<file path="config.mk">
export PLATFORM = sky130hd
export DESIGN_NAME = idu_stage
export DESIGN_NICKNAME = d
export VERILOG_FILES = /design/src/idu_pkg.sv /design/src/idu_decoder.sv /design/src/idu_fetch_latch.sv /design/src/idu_operand_fwd.sv /design/src/idu_stage.sv
export SDC_FILE = /design/constraint.sdc
export NUM_CORES = 1
export LEC_CHECK = 0
export BUFFER_PORTS_ARGS = -buffer_cell sky130_fd_sc_hd__buf_4
export CAP_MARGIN = 0
export CORE_AREA = 4 4 166 168
export CTS_BUF_LIST = sky130_fd_sc_hd__clkbuf_4 sky130_fd_sc_hd__clkbuf_8 sky130_fd_sc_hd__clkbuf_16
export DETAILED_ROUTE_END_ITERATION = 10
export DIE_AREA = 0 0 170 172
export GPL_ROUTABILITY_DRIVEN = 1
export PLACE_DENSITY = 0.55
export SYNTH_ARGS = -nofsm -noshare
export SYNTH_HDL_FRONTEND = slang
export SYNTH_SLANG_ARGS = --single-unit
</file>
<file path="constraint.sdc">
create_clock -name clk_i -period 3.7 [get_ports clk_i]
set_input_delay 0.185 -clock clk_i [delete_from_list [all_inputs] [get_ports clk_i]]
set_output_delay 0.185 -clock clk_i [all_outputs]
set_load 0.02 [all_outputs]
</file>
<file path="src/idu_pkg.sv">
`default_nettype none

package idu_pkg;

  // field widths
  localparam int XLEN      = 32;
  localparam int REG_IDX_W = 5;
  localparam int CSR_IDX_W = 12;
  localparam int TRAP_W    = 8;

  typedef logic [XLEN-1:0]      xlen_t;
  typedef logic [31:0]          inst_t;
  typedef logic [REG_IDX_W-1:0] reg_idx_t;
  typedef logic [CSR_IDX_W-1:0] csr_idx_t;
  typedef logic [XLEN-1:0]      imm_t;
  typedef logic [4:0]           alu_op_t;
  typedef logic [3:0]           mem_op_t;
  typedef logic [3:0]           exc_op_t;
  typedef logic [2:0]           csr_op_t;
  typedef logic [TRAP_W-1:0]    trap_t;

  // decode trap bits, the rest come from fetch
  localparam int TRAP_ILLEGAL = 2;
  localparam int TRAP_EBREAK  = 3;
  localparam int TRAP_ECALL   = 4;
  localparam int TRAP_MRET    = 5;

  // alu codes
  localparam alu_op_t ALU_NONE   = 5'd0;
  localparam alu_op_t ALU_ADD    = 5'd1;
  localparam alu_op_t ALU_SUB    = 5'd2;
  localparam alu_op_t ALU_XOR    = 5'd3;
  localparam alu_op_t ALU_OR     = 5'd4;
  localparam alu_op_t ALU_AND    = 5'd5;
  localparam alu_op_t ALU_SLL    = 5'd6;
  localparam alu_op_t ALU_SRL    = 5'd7;
  localparam alu_op_t ALU_SRA    = 5'd8;
  localparam alu_op_t ALU_SLT    = 5'd9;
  localparam alu_op_t ALU_SLTU   = 5'd10;
  localparam alu_op_t ALU_BEQ    = 5'd11;
  localparam alu_op_t ALU_BNE    = 5'd12;
  localparam alu_op_t ALU_BLT    = 5'd13;
  localparam alu_op_t ALU_BGE    = 5'd14;
  localparam alu_op_t ALU_BLTU   = 5'd15;
  localparam alu_op_t ALU_BGEU   = 5'd16;
  localparam alu_op_t ALU_MUL    = 5'd17;
  localparam alu_op_t ALU_MULH   = 5'd18;
  localparam alu_op_t ALU_MULHSU = 5'd19;
  localparam alu_op_t ALU_MULHU  = 5'd20;
  localparam alu_op_t ALU_DIV    = 5'd21;
  localparam alu_op_t ALU_DIVU   = 5'd22;
  localparam alu_op_t ALU_REM    = 5'd23;
  localparam alu_op_t ALU_REMU   = 5'd24;

  localparam mem_op_t MEM_NONE = 4'd0;
  localparam mem_op_t MEM_LB   = 4'd1;
  localparam mem_op_t MEM_LH   = 4'd2;
  localparam mem_op_t MEM_LW   = 4'd3;
  localparam mem_op_t MEM_LBU  = 4'd4;
  localparam mem_op_t MEM_LHU  = 4'd5;
  localparam mem_op_t MEM_SB   = 4'd6;
  localparam mem_op_t MEM_SH   = 4'd7;
  localparam mem_op_t MEM_SW   = 4'd8;

  localparam exc_op_t EXC_NONE   = 4'd0;
  localparam exc_op_t EXC_LUI    = 4'd1;
  localparam exc_op_t EXC_AUIPC  = 4'd2;
  localparam exc_op_t EXC_JAL    = 4'd3;
  localparam exc_op_t EXC_JALR   = 4'd4;
  localparam exc_op_t EXC_LOAD   = 4'd5;
  localparam exc_op_t EXC_STORE  = 4'd6;
  localparam exc_op_t EXC_BRANCH = 4'd7;
  localparam exc_op_t EXC_OPIMM  = 4'd8;
  localparam exc_op_t EXC_OPREG  = 4'd9;
  localparam exc_op_t EXC_CSR    = 4'd10;

  localparam csr_op_t CSR_NONE  = 3'd0;
  localparam csr_op_t CSR_WRITE = 3'd1;
  localparam csr_op_t CSR_SET   = 3'd2;
  localparam csr_op_t CSR_CLEAR = 3'd3;

  // match masks
  localparam inst_t MASK_OPCODE = 32'h0000_007f;
  localparam inst_t MASK_FUNC3  = 32'h0000_707f;
  localparam inst_t MASK_FUNC7  = 32'hfe00_007f;
  localparam inst_t MASK_ALL    = 32'hffff_ffff;

  // major opcodes, func3 and func7 zero
  localparam inst_t OPC_LUI    = 32'h0000_0037;
  localparam inst_t OPC_AUIPC  = 32'h0000_0017;
  localparam inst_t OPC_JAL    = 32'h0000_006f;
  localparam inst_t OPC_JALR   = 32'h0000_0067;
  localparam inst_t OPC_BRANCH = 32'h0000_0063;
  localparam inst_t OPC_LOAD   = 32'h0000_0003;
  localparam inst_t OPC_STORE  = 32'h0000_0023;
  localparam inst_t OPC_OPIMM  = 32'h0000_0013;
  localparam inst_t OPC_OP     = 32'h0000_0033;
  localparam inst_t OPC_SYSTEM = 32'h0000_0073;

  // func7 variants: sub/sra and the m extension
  localparam inst_t FUNC7_ALT    = 32'h4000_0000;
  localparam inst_t FUNC7_MULDIV = 32'h0200_0000;

  localparam inst_t ECALL_WORD  = 32'h0000_0073;
  localparam inst_t EBREAK_WORD = 32'h0010_0073;
  localparam inst_t MRET_WORD   = 32'h3020_0073;

  localparam xlen_t RET_ADDR_STEP = 32'd4;

  function automatic logic inst_match(input inst_t inst, input inst_t mask, input inst_t value);
    return (inst & mask) == value;
  endfunction

endpackage

`default_nettype wire

</file>
<file path="src/idu_decoder.sv">
`timescale 1ns/10ps
`default_nettype none

module idu_decoder (
  input  wire logic              id_valid_i,
  input  wire idu_pkg::xlen_t    id_addr_i,
  input  wire idu_pkg::inst_t    id_inst_i,
  input  wire idu_pkg::trap_t    id_trap_i,
  output idu_pkg::reg_idx_t      rs1_idx_o,
  output idu_pkg::reg_idx_t      rs2_idx_o,
  output idu_pkg::reg_idx_t      rd_idx_o,
  output idu_pkg::imm_t          imm_o,
  output idu_pkg::csr_idx_t      csr_idx_o,
  output idu_pkg::imm_t          csr_uimm_o,
  output logic                   csr_uimm_valid_o,
  output idu_pkg::alu_op_t       alu_op_o,
  output idu_pkg::mem_op_t       mem_op_o,
  output idu_pkg::exc_op_t       exc_op_o,
  output idu_pkg::csr_op_t       csr_op_o,
  output idu_pkg::trap_t         trap_o,
  output logic                   ras_push_valid_o,
  output idu_pkg::xlen_t         ras_push_addr_o
);
  import idu_pkg::*;

  wire logic [2:0] f3 = id_inst_i[14:12];

  wire logic op_branch = inst_match(id_inst_i, MASK_OPCODE, OPC_BRANCH);
  wire logic op_load   = inst_match(id_inst_i, MASK_OPCODE, OPC_LOAD);
  wire logic op_store  = inst_match(id_inst_i, MASK_OPCODE, OPC_STORE);
  wire logic op_opimm  = inst_match(id_inst_i, MASK_OPCODE, OPC_OPIMM);
  wire logic op_system = inst_match(id_inst_i, MASK_OPCODE, OPC_SYSTEM);

  // func7 variants of op-imm shifts and register ops
  wire logic imm_f7_base = inst_match(id_inst_i, MASK_FUNC7, OPC_OPIMM);
  wire logic imm_f7_alt  = inst_match(id_inst_i, MASK_FUNC7, OPC_OPIMM | FUNC7_ALT);
  wire logic reg_f7_base = inst_match(id_inst_i, MASK_FUNC7, OPC_OP);
  wire logic reg_f7_alt  = inst_match(id_inst_i, MASK_FUNC7, OPC_OP | FUNC7_ALT);
  wire logic reg_f7_mul  = inst_match(id_inst_i, MASK_FUNC7, OPC_OP | FUNC7_MULDIV);

  wire logic shift_ok = (f3 == 3'b001 && imm_f7_base) ||
                        (f3 == 3'b101 && (imm_f7_base || imm_f7_alt));

  // execute classes
  wire logic cls_lui    = inst_match(id_inst_i, MASK_OPCODE, OPC_LUI);
  wire logic cls_auipc  = inst_match(id_inst_i, MASK_OPCODE, OPC_AUIPC);
  wire logic cls_jal    = inst_match(id_inst_i, MASK_OPCODE, OPC_JAL);
  wire logic cls_jalr   = inst_match(id_inst_i, MASK_FUNC3, OPC_JALR);
  wire logic cls_branch = op_branch && (f3[2:1] != 2'b01);
  wire logic cls_load   = op_load && (f3 inside {3'b000, 3'b001, 3'b010, 3'b100, 3'b101});
  wire logic cls_store  = op_store && (f3 inside {3'b000, 3'b001, 3'b010});
  wire logic cls_opimm  = op_opimm && ((f3[1:0] != 2'b01) || shift_ok);
  wire logic cls_opreg  = reg_f7_base || reg_f7_mul ||
                          (reg_f7_alt && (f3 == 3'b000 || f3 == 3'b101));
  wire logic cls_csr    = op_system && (f3[1:0] != 2'b00);

  wire logic is_ecall  = inst_match(id_inst_i, MASK_ALL, ECALL_WORD);
  wire logic is_ebreak = inst_match(id_inst_i, MASK_ALL, EBREAK_WORD);
  wire logic is_mret   = inst_match(id_inst_i, MASK_ALL, MRET_WORD);

  wire logic [9:0] cls_vec = {cls_lui, cls_auipc, cls_jal, cls_jalr, cls_branch,
                              cls_load, cls_store, cls_opimm, cls_opreg, cls_csr};
  wire logic legal = (|cls_vec) || is_ecall || is_ebreak || is_mret;

  // csrr*i carries uimm where rs1 would be
  wire logic need_rs1 = cls_jalr || cls_branch || cls_load || cls_store ||
                        cls_opimm || cls_opreg || (cls_csr && !f3[2]);
  wire logic need_rs2 = cls_branch || cls_store || cls_opreg;
  wire logic need_rd  = cls_lui || cls_auipc || cls_jal || cls_jalr ||
                        cls_load || cls_opimm || cls_opreg || cls_csr;

  wire imm_t imm_i = {{20{id_inst_i[31]}}, id_inst_i[31:20]};
  wire imm_t imm_s = {{20{id_inst_i[31]}}, id_inst_i[31:25], id_inst_i[11:7]};
  wire imm_t imm_b = {{19{id_inst_i[31]}}, id_inst_i[31], id_inst_i[7],
                      id_inst_i[30:25], id_inst_i[11:8], 1'b0};
  wire imm_t imm_u = {id_inst_i[31:12], 12'b0};
  wire imm_t imm_j = {{11{id_inst_i[31]}}, id_inst_i[31], id_inst_i[19:12],
                      id_inst_i[20], id_inst_i[30:21], 1'b0};

  assign rs1_idx_o = need_rs1 ? id_inst_i[19:15] : '0;
  assign rs2_idx_o = need_rs2 ? id_inst_i[24:20] : '0;
  assign rd_idx_o  = need_rd ? id_inst_i[11:7] : '0;
  assign csr_idx_o = cls_csr ? id_inst_i[31:20] : '0;
  assign csr_uimm_o       = {27'b0, id_inst_i[19:15]};
  assign csr_uimm_valid_o = cls_csr && f3[2];

  always_comb begin
    if (cls_jalr || cls_load || cls_opimm || cls_csr) begin
      imm_o = imm_i;
    end else if (cls_store) begin
      imm_o = imm_s;
    end else if (cls_branch) begin
      imm_o = imm_b;
    end else if (cls_lui || cls_auipc) begin
      imm_o = imm_u;
    end else if (cls_jal) begin
      imm_o = imm_j;
    end else begin
      imm_o = '0;
    end
  end

  always_comb begin
    alu_op_o = ALU_NONE;
    mem_op_o = MEM_NONE;
    exc_op_o = EXC_NONE;
    csr_op_o = CSR_NONE;
    // address and link arithmetic all run through the adder
    if (cls_lui || cls_auipc || cls_jal || cls_jalr || cls_load || cls_store || cls_csr) begin
      alu_op_o = ALU_ADD;
    end
    if (cls_lui) exc_op_o = EXC_LUI;
    if (cls_auipc) exc_op_o = EXC_AUIPC;
    if (cls_jal) exc_op_o = EXC_JAL;
    if (cls_jalr) exc_op_o = EXC_JALR;
    if (cls_load) begin
      exc_op_o = EXC_LOAD;
      case (f3)
        3'b000:  mem_op_o = MEM_LB;
        3'b001:  mem_op_o = MEM_LH;
        3'b010:  mem_op_o = MEM_LW;
        3'b100:  mem_op_o = MEM_LBU;
        default: mem_op_o = MEM_LHU;
      endcase
    end
    if (cls_store) begin
      exc_op_o = EXC_STORE;
      case (f3)
        3'b000:  mem_op_o = MEM_SB;
        3'b001:  mem_op_o = MEM_SH;
        default: mem_op_o = MEM_SW;
      endcase
    end
    if (cls_branch) begin
      exc_op_o = EXC_BRANCH;
      case (f3)
        3'b000:  alu_op_o = ALU_BEQ;
        3'b001:  alu_op_o = ALU_BNE;
        3'b100:  alu_op_o = ALU_BLT;
        3'b101:  alu_op_o = ALU_BGE;
        3'b110:  alu_op_o = ALU_BLTU;
        default: alu_op_o = ALU_BGEU;
      endcase
    end
    if (cls_opreg && reg_f7_mul) begin
      exc_op_o = EXC_OPREG;
      case (f3)
        3'b000:  alu_op_o = ALU_MUL;
        3'b001:  alu_op_o = ALU_MULH;
        3'b010:  alu_op_o = ALU_MULHSU;
        3'b011:  alu_op_o = ALU_MULHU;
        3'b100:  alu_op_o = ALU_DIV;
        3'b101:  alu_op_o = ALU_DIVU;
        3'b110:  alu_op_o = ALU_REM;
        default: alu_op_o = ALU_REMU;
      endcase
    end else if (cls_opreg || cls_opimm) begin
      exc_op_o = cls_opimm ? EXC_OPIMM : EXC_OPREG;
      case (f3)
        3'b000:  alu_op_o = reg_f7_alt ? ALU_SUB : ALU_ADD;
        3'b001:  alu_op_o = ALU_SLL;
        3'b010:  alu_op_o = ALU_SLT;
        3'b011:  alu_op_o = ALU_SLTU;
        3'b100:  alu_op_o = ALU_XOR;
        3'b101:  alu_op_o = (reg_f7_alt || imm_f7_alt) ? ALU_SRA : ALU_SRL;
        3'b110:  alu_op_o = ALU_OR;
        default: alu_op_o = ALU_AND;
      endcase
    end
    if (cls_csr) begin
      exc_op_o = EXC_CSR;
      case (f3[1:0])
        2'b01:   csr_op_o = CSR_WRITE;
        2'b10:   csr_op_o = CSR_SET;
        default: csr_op_o = CSR_CLEAR;
      endcase
    end
  end

  // decode traps replace their bits, fetch traps ride along
  always_comb begin
    trap_o = id_trap_i;
    trap_o[TRAP_ILLEGAL] = !legal;
    trap_o[TRAP_ECALL]   = is_ecall;
    trap_o[TRAP_EBREAK]  = is_ebreak;
    trap_o[TRAP_MRET]    = is_mret;
  end

  // a link to a nonzero rd is a call
  assign ras_push_valid_o = id_valid_i && (cls_jal || cls_jalr) && (id_inst_i[11:7] != '0);
  assign ras_push_addr_o  = id_addr_i + RET_ADDR_STEP;

  always_comb begin
    assert final (!id_valid_i || $onehot0(cls_vec))
      else $error("more than one execute class matched %h", id_inst_i);
  end

endmodule

`default_nettype wire

</file>
<file path="src/idu_fetch_latch.sv">
`timescale 1ns/10ps
`default_nettype none

module idu_fetch_latch (
  input  wire logic           clk_i,
  input  wire logic           rst_n_i,
  input  wire logic           flush_i,
  input  wire logic           stall_i,
  input  wire logic           inst_valid_i,
  input  wire idu_pkg::xlen_t inst_addr_i,
  input  wire idu_pkg::inst_t inst_data_i,
  input  wire idu_pkg::trap_t trap_i,
  output logic                id_valid_o,
  output idu_pkg::xlen_t      id_addr_o,
  output idu_pkg::inst_t      id_inst_o,
  output idu_pkg::trap_t      id_trap_o
);

  // flush beats both a held and an incoming instruction
  always_ff @(posedge clk_i) begin
    if (!rst_n_i || flush_i) begin
      id_valid_o <= 1'b0;
    end else if (!stall_i) begin
      id_valid_o <= inst_valid_i;
    end
  end

  // payload moves only on an accepted transfer
  always_ff @(posedge clk_i) begin
    if (!stall_i && inst_valid_i) begin
      id_addr_o <= inst_addr_i;
      id_inst_o <= inst_data_i;
      id_trap_o <= trap_i;
    end
  end

  // a stall only holds a live instruction, which stays valid and unchanged
  hold_on_stall: assert property (
    @(posedge clk_i) disable iff (!rst_n_i)
    stall_i && !flush_i |=> id_valid_o && $stable(id_addr_o) && $stable(id_inst_o) &&
                            $stable(id_trap_o)
  ) else $error("if/id register emptied or loaded while stalled");

endmodule

`default_nettype wire

</file>
<file path="src/idu_operand_fwd.sv">
`timescale 1ns/10ps
`default_nettype none

module idu_operand_fwd (
  input  wire logic              id_valid_i,
  input  wire idu_pkg::reg_idx_t rs1_idx_i,
  input  wire idu_pkg::reg_idx_t rs2_idx_i,
  input  wire idu_pkg::xlen_t    rs1_data_i,
  input  wire idu_pkg::xlen_t    rs2_data_i,
  input  wire idu_pkg::xlen_t    ex_rd_data_i,
  input  wire idu_pkg::xlen_t    mem_rd_data_i,
  input  wire idu_pkg::reg_idx_t ex_rd_addr_i,
  input  wire idu_pkg::reg_idx_t mem_rd_addr_i,
  input  wire logic              ex_is_load_i,
  output idu_pkg::xlen_t         rs1_data_o,
  output idu_pkg::xlen_t         rs2_data_o,
  output logic                   stall_o,
  output logic                   decode_valid_o
);
  import idu_pkg::*;

  // x0 never forwards
  function automatic logic idx_hit(input reg_idx_t src, input reg_idx_t dst);
    return (src != '0) && (src == dst);
  endfunction

  wire logic rs1_ex_hit  = idx_hit(rs1_idx_i, ex_rd_addr_i);
  wire logic rs2_ex_hit  = idx_hit(rs2_idx_i, ex_rd_addr_i);
  wire logic rs1_mem_hit = idx_hit(rs1_idx_i, mem_rd_addr_i);
  wire logic rs2_mem_hit = idx_hit(rs2_idx_i, mem_rd_addr_i);

  // youngest producer first: execute, then memory, then the register file
  assign rs1_data_o = rs1_ex_hit ? ex_rd_data_i : (rs1_mem_hit ? mem_rd_data_i : rs1_data_i);
  assign rs2_data_o = rs2_ex_hit ? ex_rd_data_i : (rs2_mem_hit ? mem_rd_data_i : rs2_data_i);

  // load data is not ready in execute yet
  assign stall_o        = ex_is_load_i && id_valid_i && (rs1_ex_hit || rs2_ex_hit);
  assign decode_valid_o = id_valid_i && !stall_o;

endmodule

`default_nettype wire

</file>
<file path="src/idu_stage.sv">
`timescale 1ns/10ps
`default_nettype none

module idu_stage (
  input  wire logic              clk_i,
  input  wire logic              rst_n_i,
  input  wire logic              flush_i,
  input  wire logic              inst_valid_i,
  input  wire idu_pkg::xlen_t    inst_addr_i,
  input  wire idu_pkg::inst_t    inst_data_i,
  input  wire idu_pkg::trap_t    trap_i,
  input  wire idu_pkg::xlen_t    rs1_data_i,
  input  wire idu_pkg::xlen_t    rs2_data_i,
  input  wire idu_pkg::reg_idx_t ex_rd_addr_i,
  input  wire idu_pkg::xlen_t    ex_rd_data_i,
  input  wire logic              ex_is_load_i,
  input  wire idu_pkg::reg_idx_t mem_rd_addr_i,
  input  wire idu_pkg::xlen_t    mem_rd_data_i,
  output logic                   inst_ready_o,
  output logic                   decode_valid_o,
  output logic                   stall_o,
  output idu_pkg::reg_idx_t      rs1_idx_o,
  output idu_pkg::reg_idx_t      rs2_idx_o,
  output idu_pkg::reg_idx_t      rd_idx_o,
  output idu_pkg::xlen_t         rs1_data_o,
  output idu_pkg::xlen_t         rs2_data_o,
  output idu_pkg::imm_t          imm_o,
  output idu_pkg::csr_idx_t      csr_idx_o,
  output idu_pkg::imm_t          csr_uimm_o,
  output logic                   csr_uimm_valid_o,
  output idu_pkg::alu_op_t       alu_op_o,
  output idu_pkg::mem_op_t       mem_op_o,
  output idu_pkg::exc_op_t       exc_op_o,
  output idu_pkg::csr_op_t       csr_op_o,
  output idu_pkg::trap_t         trap_o,
  output logic                   ras_push_valid_o,
  output idu_pkg::xlen_t         ras_push_addr_o
);
  import idu_pkg::*;

  // if/id register contents
  logic  id_valid;
  xlen_t id_addr;
  inst_t id_inst;
  trap_t id_trap;

  // fetch stalls together with the latch
  assign inst_ready_o = !stall_o;

  idu_fetch_latch idu_fetch_latch_inst (
    .stall_i    (stall_o),
    .id_valid_o (id_valid),
    .id_addr_o  (id_addr),
    .id_inst_o  (id_inst),
    .id_trap_o  (id_trap),
    .*
  );

  idu_decoder idu_decoder_inst (
    .id_valid_i (id_valid),
    .id_addr_i  (id_addr),
    .id_inst_i  (id_inst),
    .id_trap_i  (id_trap),
    .*
  );

  idu_operand_fwd idu_operand_fwd_inst (
    .id_valid_i (id_valid),
    .rs1_idx_i  (rs1_idx_o),
    .rs2_idx_i  (rs2_idx_o),
    .*
  );

endmodule

`default_nettype wire
</file>
==> results of run 1 <==
placed cells by master (no fill, tap or decap), drive strengths merged, types with 3 or more instances in the layout:
cell type    n
a21o        22
a22o         5
inv         14
a221oi       3
nand4       12
or3          6
a2bb2oi     33
o21ai       76
and2        31
nand2       27
edfxtp      68
a21oi       40
nor2        59
nor4        10
buf        431
o21a         5
nand3       19
nor3        14
or2          6
a22oi        3
and3        40
xnor2       34
clkbuf       9
and4         7
mux2i       33
xor2        15
o211ai       3
conb        28
or4          3
nor2b       10
per-stage QoR:
| stage | std cells | hold slack, ns | setup slack, ns |
|---|---|---|---|
| 2_1_floorplan | 743 | 0.284 | 0.381 |
| 3_3_place_gp | 1417 | 0.363 | 0.461 |
| 3_5_place_dp | 1417 | 0.364 | 0.461 |
| 4_1_cts | 1433 | 0.00276 | 0.266 |
| 5_1_grt | 1436 | 0.000538 | 0.0749 |
| 6_report | 1436 | 0.0191 | 0.265 |
sequential cells by signal, summed over array words and instances (netlist names):
signal and cells:
idu_fetch_latch_inst.id_addr_o 32, idu_fetch_latch_inst.id_trap_o 4, idu_fetch_latch_inst.id_valid_o 1, idu_fetch_latch_inst.id_inst_o 32
what timing repair did:
item                                   4_1_cts  5_1_grt
endpoints found under the hold margin        0        1
hold buffers                                 0        1
buffers inserted                             0        0
final timing paths:
path / startpoint / slack, ns / end
min reg2reg: idu_fetch_latch_inst.id_valid_o$_SDFFE_PP0N_ / 0.51 / idu_fetch_latch_inst.id_valid_o$_SDFFE_PP0N_
min: inst_addr_i[23] / 0.02 / idu_fetch_latch_inst.id_addr_o[23]$_DFFE_PP_
max reg2reg: idu_fetch_latch_inst.id_inst_o[4]$_DFFE_PP_ / 0.47 / idu_fetch_latch_inst.id_addr_o[24]$_DFFE_PP_
max: idu_fetch_latch_inst.id_inst_o[27]$_DFFE_PP_ / 0.26 / rs1_data_o[28]
layout make-up:
class	instances	area (sq um)
Fill cell	2684	16000
Antenna cell	2	5.00
Clock buffer	9	225
Inverter	10	37.5
Clock inverter	7	105
Sequential cell	69	2060
Tap cell	335	419
Timing Repair Buffer	432	3300
Multi-Input combinational cell	572	3780
power groups by stage:
stage | combinational (mW) | clock [mW] | sequential (mW)
after detailed placement | 0.810 | 0 | 1.03
after floorplan | 0.413 | 0 | 0.993
after global routing | 0.865 | 1.04 | 1.02
after CTS | 0.813 | 1.01 | 1.01
final | 0.806 | 0.982 | 1.01
after global placement | 0.810 | 0 | 1.02
metal layers:
layer | vias up | part of all wire, %
met5 | - | 0.051
met4 | 2 | 3.8
met3 | 51 | 10
met2 | 375 | 49
met1 | 3221 | 37
li1 | 3346 | -
logic make-up (layout without fill, tap and decap cells):
kind of cell | after synthesis | count (layout)
simple gates | 254 | 254
compound gates | 206 | 206
buf+inv | 102 | 458
flops | 69 | 69
xor+xnor | 49 | 49
mux | 34 | 34
fa+ha+maj | 1 | 1
other cells | 1 | 30
synthesized netlist by cell type (all sizes together) (19+ instances only):
cell type | instances | share of area (%)
buf | 59 | 6.7
mux2i | 33 | 5.3
a2bb2oi | 33 | 4.6
clkbuf | 33 | 2.0
edfxtp | 68 | 32
o21ai | 76 | 6.0
a21o | 22 | 2.6
nor2 | 59 | 3.5
and2 | 31 | 3.1
nand3 | 19 | 1.6
nand2 | 27 | 1.7
and3 | 40 | 4.0
xnor2 | 34 | 4.7
a21oi | 40 | 4.6
==> qor.txt, run 1 <==
RUN STATUS
------------------------------------------------------------------------------------------
Outcome                                                                       finished, final reports clean

SYNTH
------------------------------------------------------------------------------------------
Cell variety after synth                                                                68
Netlist Area Pre-Place                                                          6290 sq um
Flop and latch count out of synthesis                                                   69
Adder-Cell Fraction of Synth Area                                                   0.199%
Prevailing post-synth register cell                                           sky130_fd_sc_hd__edfxtp_1
Number of instances in the synthesized netlist                                         716
Average footprint of a synthesized cell                                         8.78 sq um
Xor/xnor share of the synthesized area                                               6.82%
Fraction of synthesis flops using an asynchronous set or reset pin                      0%
Mux cell area share after synthesis                                                  5.43%
Post-synthesis share of cell area spent on and, or, nand and nor gates               22.5%
Synthesized-area fraction occupied by ao, oa, aoi and oai cells                      22.9%
Main combinational cell family by area after synthesis                        compound AO/OA/AOI/OAI gates
Count of flip-flops with a built-in enable after synthesis                              68
Part of the Yosys area used for sequential elements                                  32.8%
Ys Warns                                                                                 0

FINISH
------------------------------------------------------------------------------------------
Core Util, Final                                                                     38.3%
Final standard cell area without fillers                                        9930 sq um
Growth of design area from synthesis to finish                                       57.8%
Final nets                                                                            1310
Ratio of cells with drive above 1 in the final layout                                44.8%

STA
------------------------------------------------------------------------------------------
Crit path time final                                                               3.44 ns
Layout Skew                                                                     0.00889 ns
Max Clock Freq                                                                   0.291 GHz
RSZ-0062 raised after global routing                                                    no
Worst-case headroom to the max-slew limit                                            45.0%
Final number of hold-violating endpoints                                                 0
Final period util                                                                    92.8%
Final setup violating endpoints                                                          0
Slew Limit Fails                                                                         0
Slew at the pin closest to its max-slew limit                                     0.825 ns
Post-Route Setup TNS                                                                  0 ns

CLOCK TREE
------------------------------------------------------------------------------------------
CTS resizes                                                                              0
Clock buffers created by TritonCTS                                                       9
Root buffer cell                                                              sky130_fd_sc_hd__clkbuf_16
Clock edge transition at the registers on the reported setup and hold paths        0.06 ns
Clk Latency, worst-skew pair                                                       0.34 ns
H-tree levels                                                                            3
Maximum count of clock buffers along a single path                                       2
Clock tree from TritonCTS                                                            built
Clock sink count                                                                        69

CRITICAL PATH
------------------------------------------------------------------------------------------
Cell with the biggest individual delay on the critical path                   sky130_fd_sc_hd__nor4_1
Cell-by-cell trace of the critical path                                       or3_4, nor4_1, o311a_1, or4_4, buf_4, o21ai_0, a2bb2oi_1, buf_4
Cell family contributing the most delay on the critical path                  simple AND/OR/NAND/NOR gates
Max stage delay on crit path                                                       0.62 ns
WP data required                                                                   3.51 ns
Critical Path Stages                                                                     8
Buffers & Inverters on Critical Path                                                     2
Startpoint type of the worst setup path                                          flip-flop
Setup crit end kind                                                             output pin
Length in cells of the worst reg-to-reg path                                             8
Highest net fanout along the worst path                                                 16
Most prevalent standard cell on the critical path                             sky130_fd_sc_hd__buf_4
Critical path class                                                                reg2out
Arr. time, crit path                                                               3.25 ns

FLOORPLANNING
------------------------------------------------------------------------------------------
Starting Density                                                                     24.3%
Number of rows in the core area                                                         59
I/O pin cnt                                                                            431
Overall die area                                                               29200 sq um
Overall die width                                                                   170 um
Standard cell core area                                                        25900 sq um
Height of the die                                                                   172 um

PWR
------------------------------------------------------------------------------------------
Sw power                                                                            882 uW
Switching portion of total power                                                     31.5%
Design Power                                                                       2.80 mW
Power density over the cells                                                   282 nW/um^2
Internal power consumption                                                         1.92 mW
Maximum vdd drop                                                                    292 uV
Share of total power in the clock network                                            35.1%
Combinational share of power                                                         28.8%
Part of the total power dissipated in sequential elements                            36.1%
Static leakage                                                                     4.60 nW

GLOBAL ROUTE
------------------------------------------------------------------------------------------
Fraction of met3 tracks used by global routing                                       7.86%
Via count of the first global-routing pass                                            7084
Global-route track usage on met2                                                     37.4%
Met1 Use GR                                                                          23.6%
GRT Total Usage                                                                      21.4%
Total grt overflow                                                                       0
First-pass GRT wire length                                                        46400 um
Largest net degree at the start of global routing                                       67
Initial antenna violation count                                                          3
Layer carrying the most global-route usage                                            met2

DRT
------------------------------------------------------------------------------------------
Router iterations before antenna repair                                                  5
Via count normalized by instance count                                                4.87
DRC violation count after routing                                                        0
Detailed Route Iter0 Violations                                                        450
Wire length reported by the detailed router                                       33600 um
Detailed-route via count                                                              6995
Routed wirelength normalized by instance count                                     23.4 um
Post-route ant nets                                                                      0

PLACEMENT
------------------------------------------------------------------------------------------
Number of buffer cells added on primary ports                                          398
Placed wire-length estimate                                                       27900 um
Routability congestion estimate from global placement                                0.906
DP Area                                                                         9580 sq um

JOB
------------------------------------------------------------------------------------------
Count of maximum capacitance violations                                                  0

HOLD PATH
------------------------------------------------------------------------------------------
Path category of the worst min-delay check                                          in2reg
Worst Hold Depth                                                                         1

No activity file was read; power rests on OpenSTA's default activity.
==> inputs of run 2 (changes only) <==
==> constraint.sdc (replaced) <==
create_clock -name clk_i -period 3.7 [get_ports clk_i]
set_input_delay 0.185 -clock clk_i [delete_from_list [all_inputs] [get_ports clk_i]]
set_output_delay 0.185 -clock clk_i [all_outputs]
set_load 0.1 [all_outputs]
==> run 2 against run 1 <==
Effect of this change:
- maximum frequency down 2.2%
- wire length down 5.1%
- critical endpoint is now rs1_data_o[1]
- global-route usage down 1.4 points
- sequential power about the same
- critical path type unchanged
- highest routed layer is now met4
- sequential share of layout area down 0.65 points
- first-iteration DRC count down 0.44%
- critical path depth unchanged
- largest cell class unchanged
- worst hold slack worse by 0.0061 ns
- non-clock buffer count up 11
==> qor.txt, run 2 (synthesis gave the netlist of run 1 again) <==
CRITICAL PATH
------------------------------------------------------------------------------------------
Highest net fanout along the worst path                                                 17
Setup crit end kind                                                             output pin
Startpoint type of the worst setup path                                          flip-flop
WP data required                                                                   3.51 ns
Slack of the worst reg-to-reg path                                                 0.43 ns
Length in cells of the worst reg-to-reg path                                             7
Critical path class                                                                reg2out
Arr. time, crit path                                                               3.33 ns
Endpoint of the worst-slack reg-to-reg timing path                            idu_fetch_latch_inst.id_addr_o[7]$_DFFE_PP_
Reg2Reg Launch Point                                                          idu_fetch_latch_inst.id_inst_o[14]$_DFFE_PP_

GLOBAL ROUTE
------------------------------------------------------------------------------------------
Initial antenna violation count                                                          0
Via count of the first global-routing pass                                            7013
Largest net degree at the start of global routing                                       67
First-pass GRT wire length                                                        44300 um
Total grt overflow                                                                       0
GRT Total Usage                                                                      20.0%

CLOCK TREE
------------------------------------------------------------------------------------------
Clk Latency, worst-skew pair                                                       0.34 ns
Maximum count of clock buffers along a single path                                       2
Root buffer cell                                                              sky130_fd_sc_hd__clkbuf_16
H-tree levels                                                                            3
Clock buffers created by TritonCTS                                                       9
Clock sink count                                                                        69
Clock edge transition at the registers on the reported setup and hold paths        0.07 ns
Clock tree from TritonCTS                                                            built

PWR
------------------------------------------------------------------------------------------
Combinational share of power                                                         43.6%
Sw power                                                                           1.55 mW
Share of total power in the clock network                                            26.8%
Internal power consumption                                                         1.88 mW
Switching portion of total power                                                     45.1%
Part of the total power dissipated in sequential elements                            29.6%
Static leakage                                                                     4.67 nW
Power density over the cells                                                   334 nW/um^2
Maximum vdd drop                                                                    246 uV
Design Power                                                                       3.43 mW

FINISH
------------------------------------------------------------------------------------------
Commonest non-fill, non-tap cell in the layout                                sky130_fd_sc_hd__buf_4
Final nets                                                                            1321
Core Util, Final                                                                     39.5%
Final standard cell area without fillers                                       10200 sq um
Growth of design area from synthesis to finish                                       62.9%
Final standard cell count with taps included and fillers excluded                     1445
Inserted Diodes                                                                          0
Ratio of cells with drive above 1 in the final layout                                48.3%
Registers with the most flip-flops                                            idu_fetch_latch_inst.id_addr_o x32, idu_fetch_latch_inst.id_inst_o x32, idu_fetch_latch_inst.id_trap_o x4
Leading cell types in the layout, fill and taps excluded                      sky130_fd_sc_hd__buf_4, sky130_fd_sc_hd__o21ai_0, sky130_fd_sc_hd__edfxtp_1

STA
------------------------------------------------------------------------------------------
Final period util                                                                    94.9%
RSZ-0062 raised after global routing                                                    no
Max Clock Freq                                                                   0.285 GHz
Final hold slack                                                                 0.0130 ns
Worst-case headroom to the max-slew limit                                            34.1%
Final setup slack of the worst path                                               0.189 ns
Layout Skew                                                                      0.0162 ns
Post-Route Setup TNS                                                                  0 ns
Slew Limit Fails                                                                         0
Crit path time final                                                               3.51 ns
Slew at the pin closest to its max-slew limit                                     0.986 ns
Final number of hold-violating endpoints                                                 0
Final setup violating endpoints                                                          0

DRT
------------------------------------------------------------------------------------------
Routed wirelength normalized by instance count                                     22.1 um
Wire length reported by the detailed router                                       31900 um
Detailed-route via count                                                              7092
Detailed Route Iter0 Violations                                                        448
Router iterations before antenna repair                                                  5
DRC violation count after routing                                                        0
Post-route ant nets                                                                      0
Via count normalized by instance count                                                4.91

FLOORPLANNING
------------------------------------------------------------------------------------------
Starting Density                                                                     24.3%
I/O pin cnt                                                                            431
Overall die area                                                               29200 sq um
Number of rows in the core area                                                         59
Overall die width                                                                   170 um
Height of the die                                                                   172 um
Standard cell core area                                                        25900 sq um

HOLD PATH
------------------------------------------------------------------------------------------
Worst Hold Depth                                                                         1
Worst hold path startpoint                                                    inst_addr_i[4]
Hold Crit Endpoint                                                            idu_fetch_latch_inst.id_addr_o[4]$_DFFE_PP_
Path category of the worst min-delay check                                          in2reg

PLACEMENT
------------------------------------------------------------------------------------------
Placed Cells                                                                          1421
Routability congestion estimate from global placement                                0.875
Number of buffer cells added on primary ports                                          398
Placement Setup Slack                                                             0.273 ns
Placed wire-length estimate                                                       26600 um
DP Area                                                                         9850 sq um

RUN STATUS
------------------------------------------------------------------------------------------
Outcome                                                                       finished, final reports clean

JOB
------------------------------------------------------------------------------------------
Count of maximum capacitance violations                                                  0

-- run 2: changes by cell type in the layout (fill, tap and decap cells not counted), moves of 2 or more --
cell | before | now
sky130_fd_sc_hd__a21oi_2 | 23 | 30
sky130_fd_sc_hd__inv_6 | 3 | 1
sky130_fd_sc_hd__buf_4 | 427 | 431
sky130_fd_sc_hd__a2bb2oi_1 | 33 | 5
sky130_fd_sc_hd__buf_12 | 4 | 7
sky130_fd_sc_hd__a2bb2oi_2 | 0 | 28
sky130_fd_sc_hd__a21oi_1 | 17 | 10
sky130_fd_sc_hd__dlygate4sd3_1 | 1 | 5
sky130_fd_sc_hd__inv_8 | 1 | 3
sky130_fd_sc_hd__diode_2 | 2 | 0
-- run 2: power groups by stage --
| stage | combinational [mW] | sequential [mW] | clock, mW |
|---|---|---|---|
| 2_1_floorplan | 1.07 | 1.01 | 0 |
| 3_3_place_gp | 1.48 | 1.03 | 0 |
| 3_5_place_dp | 1.48 | 1.03 | 0 |
| 4_1_cts | 1.49 | 1.02 | 0.936 |
| 5_1_grt | 1.55 | 1.02 | 0.969 |
| 6_report | 1.50 | 1.01 | 0.918 |
-- run 2: worst max-delay path, cell delays in order (launching register included) --
cell	delay [ns]
sky130_fd_sc_hd__edfxtp_1	0.75
sky130_fd_sc_hd__nor2b_1	0.16
sky130_fd_sc_hd__o41ai_1	0.47
sky130_fd_sc_hd__and3_1	0.44
sky130_fd_sc_hd__or4_4	0.24
sky130_fd_sc_hd__buf_4	0.21
sky130_fd_sc_hd__o21ai_0	0.12
sky130_fd_sc_hd__a2bb2oi_1	0.24
sky130_fd_sc_hd__buf_4	0.34
-- run 2: repair_timing --
item                                   in CTS  in global routing
resized for setup                           1                  2
endpoints found under the hold margin       0                  5
hold buffers                                0                  5
setup endpoints to repair                   7                 68
buffers inserted                            0                  3
-- run 2: how the worst max path moves through the flow --
stage / from / to / slack [ns] / cells after the start
finish: idu_fetch_latch_inst.id_inst_o[14]$_DFFE_PP_ / rs1_data_o[1] / 0.19 / 8
global route: idu_fetch_latch_inst.id_inst_o[14]$_DFFE_PP_ / rs1_data_o[1] / 0.02 / 8
CTS: idu_fetch_latch_inst.id_inst_o[12]$_DFFE_PP_ / rs1_data_o[1] / 0.05 / 8
detailed placement: idu_fetch_latch_inst.id_inst_o[12]$_DFFE_PP_ / idu_fetch_latch_inst.id_addr_o[4]$_DFFE_PP_ / 0.27 / 7
global placement: idu_fetch_latch_inst.id_inst_o[12]$_DFFE_PP_ / idu_fetch_latch_inst.id_addr_o[2]$_DFFE_PP_ / 0.34 / 7
floorplan: idu_fetch_latch_inst.id_inst_o[13]$_DFFE_PP_ / csr_idx_o[0] / -0.18 / 4
-- run 2: metal layers --
metal  part of all wire (%)  track usage, %  vias up
li1                       -               -     3354
met1                     38            23.3     3349
met2                     51            36.2      355
met3                    9.1            5.67       34
met4                    2.3            5.56        0
met5                      0               0        -
-- run 2: cell type report --
cell class | count | area (sq um)
clock buffer | 9 | 225
clock inverter | 7 | 88.8
fill | 2659 | 15700
inverter | 10 | 37.5
multi-input combinational | 572 | 3990
sequential | 69 | 2060
tap | 335 | 419
timing repair buffer | 443 | 3430
